`src/design/cpu_types_pkg.sv`:
```
package cpu_types_pkg;

  // basic widths of the 32-bit MIPS subset
  typedef logic [31:0] word_t;
  typedef logic [4:0]  regbits_t;
  typedef logic [4:0]  shamt_t;
  typedef logic [15:0] imm_t;
  typedef logic [25:0] jaddr_t;

  // JAL return address lands here
  parameter regbits_t LINK_REG = 5'd31;

  // primary opcodes
  typedef enum logic [5:0] {
    RTYPE = 6'h00,
    J     = 6'h02,
    JAL   = 6'h03,
    BEQ   = 6'h04,
    BNE   = 6'h05,
    ADDIU = 6'h09,
    ORI   = 6'h0D,
    LUI   = 6'h0F,
    LW    = 6'h23,
    SW    = 6'h2B,
    HALT  = 6'h3F
  } opcode_t;

  // function field of RTYPE
  typedef enum logic [5:0] {
    SLL  = 6'h00,
    ADDU = 6'h21,
    SUBU = 6'h23,
    AND  = 6'h24,
    OR   = 6'h25,
    XOR  = 6'h26,
    SLT  = 6'h2A
  } funct_t;

  // register format
  typedef struct packed {
    opcode_t  opcode;
    regbits_t rs;
    regbits_t rt;
    regbits_t rd;
    shamt_t   shamt;
    funct_t   funct;
  } r_t;

  // immediate format
  typedef struct packed {
    opcode_t  opcode;
    regbits_t rs;
    regbits_t rt;
    imm_t     imm;
  } i_t;

  // jump format
  typedef struct packed {
    opcode_t opcode;
    jaddr_t  addr;
  } j_t;

  typedef enum logic [3:0] {
    ALU_ADD,
    ALU_SUB,
    ALU_AND,
    ALU_OR,
    ALU_XOR,
    ALU_SLT,
    ALU_SLL
  } aluop_t;

endpackage

```
`src/design/pipe_types_pkg.sv`:
```
package pipe_types_pkg;
  import cpu_types_pkg::*;

  // fetch to decode, all zero is a bubble
  typedef struct packed {
    word_t pc;
    word_t instr;
    logic  valid;
  } fd_t;

  // decode to execute
  typedef struct packed {
    word_t    pc;
    word_t    rdat1;
    word_t    rdat2;
    // extended immediate, or jump index for J and JAL
    word_t    imm;
    regbits_t rs;
    regbits_t rt;
    regbits_t wsel;
    aluop_t   aluop;
    logic     alusrc;
    shamt_t   shamt;
    logic     RegWr;
    logic     MemRd;
    logic     MemWr;
    logic     MemToReg;
    logic     WrLinkReg;
    logic     branch;
    logic     bne;
    logic     jump;
    logic     halt;
  } de_t;

  // execute to memory
  typedef struct packed {
    word_t    pc;
    word_t    aluOut;
    word_t    store;
    regbits_t wsel;
    logic     RegWr;
    logic     MemRd;
    logic     MemWr;
    logic     MemToReg;
    logic     WrLinkReg;
    logic     halt;
    logic     redirect;
    word_t    target;
  } em_t;

  // memory to write-back
  typedef struct packed {
    word_t    pc;
    word_t    aluOut;
    word_t    dmemload;
    regbits_t wsel;
    logic     RegWr;
    logic     MemToReg;
    logic     WrLinkReg;
  } mw_t;

  // data memory request
  typedef struct packed {
    logic  ren;
    logic  wen;
    word_t addr;
    word_t store;
  } dmem_req_t;

endpackage

```
`src/design/datapath.sv`:
```
module datapath
  import cpu_types_pkg::*, pipe_types_pkg::*;
#(
  parameter word_t PC_INIT = '0
)
(
  input  logic      CLK,
  input  logic      nRST,
  output word_t     imemaddr,
  input  word_t     imemload,
  input  logic      ihit,
  output dmem_req_t dmem_req,
  input  word_t     dmemload,
  input  logic      dhit,
  output logic      halt
);

  fd_t   fd;
  de_t   de;
  de_t   de_next;
  em_t   em;
  em_t   em_next;
  mw_t   mw;
  r_t    fd_instr;
  word_t pc;
  word_t fwd_a;
  word_t fwd_b;
  word_t wb_value;
  logic  mem_wait;
  logic  insert_nop;
  logic  flush;
  logic  stop;
  logic  pc_en;

  // halt in the memory latch or already raised
  assign stop = em.halt || halt;

  // outstanding data request without dhit
  assign mem_wait = (dmem_req.ren || dmem_req.wen) && !dhit;

  assign pc_en = ihit && !insert_nop && !mem_wait && !stop;

  fetch_stage #(
    .PC_INIT (PC_INIT)
  ) fetch (
    .CLK      (CLK),
    .nRST     (nRST),
    .enable   (pc_en),
    .redirect (flush),
    .target   (em.target),
    .pc       (pc)
  );

  assign imemaddr = pc;

  // fetch latch, an ihit miss leaves a bubble
  always_ff @(posedge CLK, negedge nRST)
  begin
    if (!nRST)
      fd <= '0;
    else if (flush || stop)
      fd <= '0;
    else if (mem_wait || insert_nop)
      fd <= fd;
    else if (!ihit)
      fd <= '0;
    else
    begin
      fd.pc <= pc;
      fd.instr <= imemload;
      fd.valid <= 1'b1;
    end
  end

  decode_stage decode (
    .CLK  (CLK),
    .nRST (nRST),
    .fd   (fd),
    .wsel (mw.wsel),
    .wdat (wb_value),
    .wen  (mw.RegWr),
    .de   (de_next)
  );

  assign fd_instr = fd.instr;

  hazard_unit hazard (
    .fd_rs      (fd_instr.rs),
    .fd_rt      (fd_instr.rt),
    .ex_MemRd   (de.MemRd),
    .ex_wsel    (de.wsel),
    .redirect   (em.redirect),
    .insert_nop (insert_nop),
    .flush      (flush)
  );

  // decode latch, load-use bubble goes in here
  always_ff @(posedge CLK, negedge nRST)
  begin
    if (!nRST)
      de <= '0;
    else if (flush || stop)
      de <= '0;
    else if (mem_wait)
      de <= de;
    else if (insert_nop)
      de <= '0;
    else
      de <= de_next;
  end

  forwarding_unit forward (
    .rs         (de.rs),
    .rt         (de.rt),
    .rdat1      (de.rdat1),
    .rdat2      (de.rdat2),
    .mem_wsel   (em.wsel),
    .mem_RegWr  (em.RegWr),
    .mem_aluOut (em.aluOut),
    .wb_wsel    (mw.wsel),
    .wb_RegWr   (mw.RegWr),
    .wb_value   (wb_value),
    .fwd_a      (fwd_a),
    .fwd_b      (fwd_b)
  );

  exec_stage exec (
    .de    (de),
    .fwd_a (fwd_a),
    .fwd_b (fwd_b),
    .em    (em_next)
  );

  // execute latch, also drops the redirecting branch itself
  always_ff @(posedge CLK, negedge nRST)
  begin
    if (!nRST)
      em <= '0;
    else if (flush || stop)
      em <= '0;
    else if (!mem_wait)
      em <= em_next;
  end

  // memory stage, request straight off the latch
  assign dmem_req.ren = em.MemRd;
  assign dmem_req.wen = em.MemWr;
  assign dmem_req.addr = em.aluOut;
  assign dmem_req.store = em.store;

  // memory latch, load data captured on dhit
  always_ff @(posedge CLK, negedge nRST)
  begin
    if (!nRST)
      mw <= '0;
    else if (!mem_wait)
    begin
      mw.pc <= em.pc;
      mw.aluOut <= em.aluOut;
      mw.dmemload <= dmemload;
      mw.wsel <= em.wsel;
      mw.RegWr <= em.RegWr;
      mw.MemToReg <= em.MemToReg;
      mw.WrLinkReg <= em.WrLinkReg;
    end
  end

  // write-back select
  always_comb
  begin
    if (mw.WrLinkReg)
      wb_value = mw.pc + 32'd4;
    else if (mw.MemToReg)
      wb_value = mw.dmemload;
    else
      wb_value = mw.aluOut;
  end

  // sticky until reset
  always_ff @(posedge CLK, negedge nRST)
  begin
    if (!nRST)
      halt <= 1'b0;
    else if (em.halt)
      halt <= 1'b1;
  end

endmodule

```
`src/design/decode_stage.sv`:
```
module decode_stage
  import cpu_types_pkg::*, pipe_types_pkg::*;
(
  input  logic     CLK,
  input  logic     nRST,
  input  fd_t      fd,
  input  regbits_t wsel,
  input  word_t    wdat,
  input  logic     wen,
  output de_t      de
);

  r_t       rinstr;
  i_t       iinstr;
  j_t       jinstr;
  regbits_t rs_sel;
  word_t    rdat1;
  word_t    rdat2;
  logic     legal;

  // one word seen through each format
  assign rinstr = fd.instr;
  assign iinstr = fd.instr;
  assign jinstr = fd.instr;

  // LUI reads r0 so the add in execute passes the immediate
  assign rs_sel = (iinstr.opcode == LUI) ? '0 : rinstr.rs;

  register_file rf (
    .CLK   (CLK),
    .nRST  (nRST),
    .wen   (wen),
    .wsel  (wsel),
    .wdat  (wdat),
    .rsel1 (rs_sel),
    .rsel2 (rinstr.rt),
    .rdat1 (rdat1),
    .rdat2 (rdat2)
  );

  always_comb
  begin
    de = '0;
    legal = 1'b1;
    de.pc = fd.pc;
    de.rdat1 = rdat1;
    de.rdat2 = rdat2;
    de.rs = rs_sel;
    de.rt = rinstr.rt;
    de.shamt = rinstr.shamt;
    // sign extension by default
    de.imm = {{16{iinstr.imm[15]}}, iinstr.imm};
    de.aluop = ALU_ADD;
    case (iinstr.opcode)
      RTYPE:
      begin
        de.wsel = rinstr.rd;
        de.RegWr = 1'b1;
        case (rinstr.funct)
          ADDU: de.aluop = ALU_ADD;
          SUBU: de.aluop = ALU_SUB;
          AND: de.aluop = ALU_AND;
          OR: de.aluop = ALU_OR;
          XOR: de.aluop = ALU_XOR;
          SLT: de.aluop = ALU_SLT;
          SLL: de.aluop = ALU_SLL;
          default: legal = 1'b0;
        endcase
      end
      ADDIU:
      begin
        de.wsel = iinstr.rt;
        de.RegWr = 1'b1;
        de.alusrc = 1'b1;
      end
      ORI:
      begin
        de.wsel = iinstr.rt;
        de.RegWr = 1'b1;
        de.alusrc = 1'b1;
        de.aluop = ALU_OR;
        de.imm = {16'h0000, iinstr.imm};
      end
      LUI:
      begin
        de.wsel = iinstr.rt;
        de.RegWr = 1'b1;
        de.alusrc = 1'b1;
        de.imm = {iinstr.imm, 16'h0000};
      end
      LW:
      begin
        de.wsel = iinstr.rt;
        de.RegWr = 1'b1;
        de.alusrc = 1'b1;
        de.MemRd = 1'b1;
        de.MemToReg = 1'b1;
      end
      SW:
      begin
        de.alusrc = 1'b1;
        de.MemWr = 1'b1;
      end
      BEQ: de.branch = 1'b1;
      BNE:
      begin
        de.branch = 1'b1;
        de.bne = 1'b1;
      end
      J:
      begin
        de.jump = 1'b1;
        de.imm = {6'b000000, jinstr.addr};
      end
      JAL:
      begin
        de.jump = 1'b1;
        de.imm = {6'b000000, jinstr.addr};
        de.wsel = LINK_REG;
        de.RegWr = 1'b1;
        de.WrLinkReg = 1'b1;
      end
      HALT: de.halt = 1'b1;
      default: legal = 1'b0;
    endcase
    // empty slot or unknown encoding
    if (!fd.valid || !legal)
      de = '0;
  end

endmodule

```
`src/design/exec_stage.sv`:
```
module exec_stage
  import cpu_types_pkg::*, pipe_types_pkg::*;
(
  input  de_t   de,
  input  word_t fwd_a,
  input  word_t fwd_b,
  output em_t   em
);

  word_t alu_b;
  word_t alu_out;
  word_t pc_plus4;
  logic  equal;
  logic  taken;

  assign pc_plus4 = de.pc + 32'd4;
  // immediate replaces rt for I-type and memory ops
  assign alu_b = de.alusrc ? de.imm : fwd_b;

  always_comb
  begin
    case (de.aluop)
      ALU_ADD: alu_out = fwd_a + alu_b;
      ALU_SUB: alu_out = fwd_a - alu_b;
      ALU_AND: alu_out = fwd_a & alu_b;
      ALU_OR: alu_out = fwd_a | alu_b;
      ALU_XOR: alu_out = fwd_a ^ alu_b;
      ALU_SLT: alu_out = {31'b0, $signed(fwd_a) < $signed(alu_b)};
      // shifts rt, rs is unused
      ALU_SLL: alu_out = alu_b << de.shamt;
      default: alu_out = '0;
    endcase
  end

  // branch compare on the forwarded registers
  assign equal = (fwd_a == fwd_b);
  assign taken = de.branch && (de.bne ? !equal : equal);

  always_comb
  begin
    em.pc = de.pc;
    // link value so a forward from memory sees pc plus 4
    em.aluOut = de.WrLinkReg ? pc_plus4 : alu_out;
    em.store = fwd_b;
    em.wsel = de.wsel;
    em.RegWr = de.RegWr;
    em.MemRd = de.MemRd;
    em.MemWr = de.MemWr;
    em.MemToReg = de.MemToReg;
    em.WrLinkReg = de.WrLinkReg;
    em.halt = de.halt;
    em.redirect = taken || de.jump;
    if (de.jump)
      em.target = {pc_plus4[31:28], de.imm[25:0], 2'b00};
    else
      em.target = pc_plus4 + {de.imm[29:0], 2'b00};
  end

endmodule

```
`src/design/fetch_stage.sv`:
```
module fetch_stage
  import cpu_types_pkg::*;
#(
  parameter word_t PC_INIT = '0
)
(
  input  logic  CLK,
  input  logic  nRST,
  input  logic  enable,
  input  logic  redirect,
  input  word_t target,
  output word_t pc
);

  // redirect beats a stall, a taken branch never waits on memory
  always_ff @(posedge CLK, negedge nRST)
  begin
    if (!nRST)
      pc <= PC_INIT;
    else if (redirect)
      pc <= target;
    else if (enable)
      pc <= pc + 32'd4;
  end

endmodule

```
`src/design/forwarding_unit.sv`:
```
module forwarding_unit
  import cpu_types_pkg::*;
(
  input  regbits_t rs,
  input  regbits_t rt,
  input  word_t    rdat1,
  input  word_t    rdat2,
  input  regbits_t mem_wsel,
  input  logic     mem_RegWr,
  input  word_t    mem_aluOut,
  input  regbits_t wb_wsel,
  input  logic     wb_RegWr,
  input  word_t    wb_value,
  output word_t    fwd_a,
  output word_t    fwd_b
);

  // youngest producer wins, r0 never overridden
  function automatic word_t pick(regbits_t src, word_t rdat);
    if (src == '0)
      return rdat;
    else if (mem_RegWr && mem_wsel == src)
      return mem_aluOut;
    else if (wb_RegWr && wb_wsel == src)
      return wb_value;
    else
      return rdat;
  endfunction

  always_comb
  begin
    fwd_a = pick(rs, rdat1);
    fwd_b = pick(rt, rdat2);
  end

endmodule

```
`src/design/hazard_unit.sv`:
```
module hazard_unit
  import cpu_types_pkg::*;
(
  input  regbits_t fd_rs,
  input  regbits_t fd_rt,
  input  logic     ex_MemRd,
  input  regbits_t ex_wsel,
  input  logic     redirect,
  output logic     insert_nop,
  output logic     flush
);

  // load in execute feeding the instruction in decode
  // rt compared even when it is a destination, costs a spare bubble at most
  assign insert_nop = ex_MemRd && (ex_wsel != '0) &&
                      ((ex_wsel == fd_rs) || (ex_wsel == fd_rt));

  // taken branch or jump sitting in the memory latch
  assign flush = redirect;

endmodule

```
`src/design/register_file.sv`:
```
module register_file
  import cpu_types_pkg::*;
(
  input  logic     CLK,
  input  logic     nRST,
  input  logic     wen,
  input  regbits_t wsel,
  input  word_t    wdat,
  input  regbits_t rsel1,
  input  regbits_t rsel2,
  output word_t    rdat1,
  output word_t    rdat2
);

  // register 0 has no storage
  word_t regs [1:31];

  // zero, then same-cycle write data, then stored value
  function automatic word_t read_port(regbits_t sel);
    if (sel == '0)
      return '0;
    else if (wen && sel == wsel)
      return wdat;
    else
      return regs[sel];
  endfunction

  always_ff @(posedge CLK, negedge nRST)
  begin
    if (!nRST)
      regs <= '{default: '0};
    else if (wen && wsel != '0)
      regs[wsel] <= wdat;
  end

  always_comb
  begin
    rdat1 = read_port(rsel1);
    rdat2 = read_port(rsel2);
  end

endmodule

```
`config.mk`:
```
export PLATFORM = sky130hd
export DESIGN_NAME = datapath
export DESIGN_NICKNAME = d
export VERILOG_FILES = /design/src/design/cpu_types_pkg.sv /design/src/design/pipe_types_pkg.sv /design/src/design/datapath.sv /design/src/design/decode_stage.sv /design/src/design/exec_stage.sv /design/src/design/fetch_stage.sv /design/src/design/forwarding_unit.sv /design/src/design/hazard_unit.sv /design/src/design/register_file.sv
export SDC_FILE = /design/constraint.sdc
export NUM_CORES = 2
export LEC_CHECK = 0
export BUFFER_PORTS_ARGS = -buffer_cell sky130_fd_sc_hd__buf_2
export CAP_MARGIN = 20
export CORE_MARGIN = 2
export CORE_UTILIZATION = 45
export CTS_BUF_LIST = sky130_fd_sc_hd__clkbuf_8
export DETAILED_ROUTE_END_ITERATION = 7
export HOLD_SLACK_MARGIN = 0.12
export PLACE_DENSITY = 0.71
export SLEW_MARGIN = 20
export SYNTH_ARGS = -nofsm -noshare
export SYNTH_HDL_FRONTEND = slang
export SYNTH_HIERARCHICAL = 1
export SYNTH_SLANG_ARGS = --single-unit
```
`constraint.sdc`:
```
create_clock -name CLK -period 6.1 [get_ports CLK]
set_clock_uncertainty 0.05 [all_clocks]
set_input_delay 0.61 -clock CLK [delete_from_list [all_inputs] [get_ports CLK]]
set_output_delay 0.61 -clock CLK [all_outputs]
set_load 0.02 [all_outputs]
```
Yosys cells after proc, flatten, opt, wreduce, memory -nomap -nowiden
Cells that the tools add are included.
{ "word_totals": {"in_bits": 68, "ff_bits": 1496, "elab_cells": 224, "out_inout_bits": 99} }
{ "classes": {"bitwise": 6, "eq_ne": 33, "reduce_logical": 46, "add_sub_neg": 6, "n_mux": 53, "order_cmp": 5, "shifts": 1} }
{ "ops": {"columns": ["op", "n"], "rows": [
  ["992-bit bitwise mux", 1],
  ["32-bit two-way mux", 22],
  ["162-bit two-way mux", 4],
  ["32-bit binary-select mux with 5-bit select", 2],
  ["140-bit two-way mux", 2],
  ["32-bit one-hot mux with 7 select lines", 1],
  ["65-bit two-way mux", 3],
  ["32-bit demux with 5-bit select", 1],
  ["32-bit by 3-bit adder with 32-bit output, second input constant", 3],
  ["32-bit one-hot mux with 3 select lines", 1],
  ["32-bit adder", 2],
  ["6-bit equality test, second input constant", 9],
  ["5-bit equality test", 8],
  ["32-bit bitwise AND", 1],
  ["32-bit equality test", 1],
  ["32-bit less-than comparator", 1],
  ["32-bit OR", 1],
  ["32-bit by 5-bit << shifter with 32-bit output", 1],
  ["32-bit subtractor", 1],
  ["32-bit bitwise XOR", 1],
  ["5-bit logical NOT", 4],
  ["6-bit by 4-bit equality test with 1-bit output, second input constant", 3],
  ["6-bit >= comparator, second input constant", 3],
  ["5-bit inverter with 6-bit output", 3],
  ["27 further kinds", 71]
]} }

Depth between registers and ports, before layout
{ "depth": {"word_depth": 12, "depth_mapped": 23, "depth_no_buf": 21} }

Modules after synthesis
The synthesis kept the hierarchy.
{ "modules_own_cells": {"columns": ["module", "area_per_inst_um2", "cells_per_inst", "n_inst", "seq_area_each_um2"], "rows": [
  ["register_file", 53543.9, 3653, 1, 24823.8],
  ["datapath", 19003.2, 1819, 1, 11811.3],
  ["exec_stage", 11262.1, 1577, 1, 0.0],
  ["forwarding_unit", 1824.2, 195, 1, 0.0],
  ["fetch_stage", 1820.5, 200, 1, 800.8],
  ["decode_stage", 1745.4, 290, 1, 0.0],
  ["hazard_unit", 132.6, 18, 1, 0.0]
]} }

Worst setup path after synthesis
OpenSTA, ideal clock, no wires.
{ "synth_timing": {"path_type": "flip-flop to flip-flop", "from": "register, netlist name de[14]", "to": "register em, in the netlist dmem_req[63]", "arrival_ps": 4937, "setup_time_ps": 136, "path_slack_ps": 977, "path_buffers": 7, "path_stages_with_launch": 21, "required_time_ps": 5914, "synth_period_minus_slack_ps": 5123, "cell_sequence": "dfrtp_1 clkbuf_1 buf_2 buf_2 buf_2 buf_1 buf_2 mux2i_1 ha_1 clkbuf_1 a211o_1 a31o_2 o2111a_1 a2111oi_0 and3b_1 o21ai_0 xor2_1 a221oi_1 o21ai_0 nand2_1 a21oi_1"} }
{ "synth_rtl": {"columns": ["item", "line", "text"], "rows": [
  ["end signal: assignment", "datapath.sv:142", "em <= em_next;"],
  ["end: declaration", "datapath.sv:21", "em_t em;"]
]} }

==> run_results.csv <==
group,metric,value,unit
outcome,status,"finished, final reports clean",
timing,post-route-period-util,96.6,%
synth,syn-instance-count,7752,
final_layout,area_delta_synth_final,10.4,%
grt,grt_max_degree,181,
cts,insertion_delay,1.05,ns
die,rows,163,
hold_path,hold_path_class,"input pin to async pin",
timing,tightestPinTransition,1.24,ns
cts,clockBufferDepth,4,
final_layout,nNetsFinal,7939,
die,ios,167,
synth,syn_avg_cell_area,11.5,um^2
grt,grt_pass1_vias,69800,
die,die_h,450,um
synth,yosys_warnings,6,
cts,cts_root_buffer,"clkbuf_8",
detailed_routing,via_per_inst,6.57,
pwr,p_int,0.0167,W
worst_setup_path,worst_ep_required_time,6.92,ns
synth,ys_types,97,
timing,setup_ws,0.210,ns
final_layout,layout-drive-gt1-share,33.2,%
detailed_routing,drt-pass1-iter-count,8,
placement,dp_cells,10000,
placement,io_buffers,166,
worst_setup_path,crit_start,"em[43]",
pwr,p_per_area,240,nW/um^2
cts,clock_sinks,1496,
detailed_routing,vias,69400,
pwr,pwr-share-clk,41.5,%
grt,grt_overflow,0,
pwr,comb_power_share,13.6,%
timing,fmax,170,MHz
timing,setup-violations-final,0,
cts,cts_tree,"yes",
cts,numCtsBuffers,283,
pwr,cellLeakagePower,45.4,nW
timing,slew_viol_final,0,
grt,grt_usage,32.1,%
synth,mappedNetlistNets,7971,
synth,synth_seq_cells,1496,
pwr,seqPwrFrac,44.9,%
timing,rsz0062_at_grt,"false",
pwr,swShare,29.5,%
placement,hpwl,221000,um
worst_setup_path,worstSetupStartpointType,"register",
die,dieArea,202000,um^2
placement,dpl_worst_slack,0.366,ns
detailed_routing,drc,0,
detailed_routing,ant_nets,0,
cts,path_clk_slew,0.06,ns
worst_setup_path,critPathKind,"register to register",
worst_setup_path,cp.arrival,6.71,ns
run,drv_cap,0,
synth,async_flop_share,100,%
timing,period_needed,5.89,ns
worst_setup_path,r2r_cells,20,
synth,synth_edf_count,0,
worst_setup_path,r2r-end,"dmem_req[32]",
cts,ctsHtreeMaxLevel,5,
worst_setup_path,cp_max_fo,17,
die,die_w,450,um
worst_setup_path,worst_setup_path_end_kind,"register",
die,initial_core_util,45.3,%
synth,synth_flop_cell,"dfrtp_1",
synth,yosysSeqAreaShare,41.9,%
pwr,ir_worst_vdd,0.000250,V
worst_setup_path,rrSetupSlack,0.21,ns
die,core_area,197000,um^2
timing,slew_headroom,16.6,%
timing,finalSetupTns,0,ns
final_layout,final_cells,10600,
detailed_routing,drt_iter0_drc,8250,
cts,cts_setup_buffers,0,
grt,antenna_found_initial,20,
pwr,power.switching,0.00698,W
worst_setup_path,timing.rr.start,"em[43]",
placement,gp_congestion,1.07,
detailed_routing,post_drt_wl_per_cell,31.3,um
detailed_routing,routed_wl,331000,um
grt,grt_pass1_wl,481000,um
synth,syn_area,89300,um^2
timing,finalHoldViolCount,0,
-- placed cells by master (no fill, tap or decap), types with 47 or more instances in the layout --
| master | n |
|---|---|
| dfrtp_1 | 1485 |
| mux2_2 | 1097 |
| nand2_1 | 834 |
| mux4_2 | 454 |
| clkbuf_8 | 341 |
| a22o_1 | 286 |
| buf_4 | 273 |
| a21oi_1 | 268 |
| nor2_1 | 230 |
| inv_1 | 183 |
| buf_2 | 165 |
| and3_1 | 159 |
| o21ai_0 | 158 |
| ha_1 | 148 |
| mux2i_1 | 146 |
| nor3_1 | 136 |
| xnor2_1 | 126 |
| o22ai_1 | 107 |
| a221oi_1 | 102 |
| a211oi_1 | 85 |
| nand3_1 | 77 |
| dlygate4sd3_1 | 67 |
| xor2_1 | 62 |
| a2bb2oi_2 | 60 |
| nor2b_1 | 47 |
-- power by group through the flow --
stage / sequential [W] / clock (W) / combinational (W)
finish: 0.0106 / 0.00982 / 0.00321
global route: 0.0107 / 0.0104 / 0.00340
CTS: 0.0106 / 0.00996 / 0.00315
detailed placement: 0.0108 / 0 / 0.00311
global placement: 0.0108 / 0 / 0.00309
floorplan: 0.0107 / 0 / 0.00183
-- worst max-delay path, stage by stage, from the launching register on --
cell,delay [ns]
dfrtp_1,0.43
xnor2_1,0.19
nand4_1,0.20
o311ai_4,0.98
o22ai_1,0.25
a2bb2oi_2,0.27
inv_1,0.09
ha_1,0.24
fa_1,0.45
o21bai_1,0.25
nand2_1,0.14
a211oi_1,0.54
nand3_1,0.30
a21oi_1,0.23
buf_4,0.15
a21o_1,0.20
a221oi_1,0.15
or2_2,0.31
a31o_2,0.20
nand2_1,0.06
a21oi_1,0.08
-- routing by layer --
metal,GRT usage (%),vias to the layer above,share of wire (%)
met5,0,-,0.016
met4,22.9,8,8.2
met3,7.61,1107,9.1
met2,50.1,3863,46
met1,39.1,35600,37
li1,-,28800,-
-- through the flow --
step | cell area [um^2] | util [%] | power, W | hold slack, ns
2_1_floorplan | 89300 | - | 0.0125 | 0.264
3_3_place_gp | 92400 | 46.8 | 0.0139 | 0.391
3_5_place_dp | 92400 | 46.9 | 0.0139 | 0.398
4_1_cts | 98500 | 50.0 | 0.0237 | 0.128
5_1_grt | 98600 | 50.0 | 0.0245 | 0.171
6_report | 98600 | 50.0 | 0.0237 | 0.148
-- timing repair --
item,CTS,global route
resized for setup,0,0
hold buffers,67,0
endpoints found under the setup margin,0,0
hold endpoints to repair,286,0
-- synth_stat cells, types with 126 or more instances --
| cell | n | area share [%] |
|---|---|---|
| a21oi_1 | 278 | 1.6 |
| a22o_1 | 286 | 2.8 |
| and3_1 | 160 | 1.1 |
| buf_4 | 173 | 1.5 |
| clkbuf_1 | 437 | 1.8 |
| dfrtp_1 | 1496 | 42 |
| ha_1 | 148 | 2.1 |
| mux2_2 | 1097 | 14 |
| mux2i_1 | 146 | 1.6 |
| mux4_2 | 454 | 11 |
| nand2_1 | 851 | 3.6 |
| nor2_1 | 249 | 1.0 |
| nor3_1 | 140 | 0.78 |
| o21ai_0 | 166 | 0.93 |
| xnor2_1 | 126 | 1.2 |
-- layout make-up --
class                           count  area (um^2)
Timing Repair Buffer              533         4110
Clock inverter                    121          781
Inverter                          122          458
Sequential cell                  1496        37500
Clock buffer                      341         4690
Antenna cell                       13         32.5
Fill cell                       17300        98600
Multi-Input combinational cell   5284        47800
Tap cell                         2640         3300
-- how the worst max path moves through the flow --
stage	end	cells past startpoint
floorplan	dmem_req[63]	20
finish	dmem_req[32]	20
detailed placement	dmem_req[57]	19
global placement	dmem_req[32]	20
CTS	dmem_req[32]	20
global route	dmem_req[32]	20
-- state kept, by name, indices dropped and copies added, names as in the netlist --
name	cells
de	162
fd_instr	32
fetch/pc	32
dmem_req	66
em	74
halt	1
fd	33
mw	104
decode/rf/regs	992
-- cells by family after synthesis --
family	synth area share, %
and+or+nand+nor	9.17
muxes	27.4
DFF	41.9
AOI/OAI and AO/OA	12.3
buffers and inverters	5.30
xor gates and xnor gates	1.84
adders and majority gates	2.14
other	0.00420
Power figures use the tool's default switching activity.
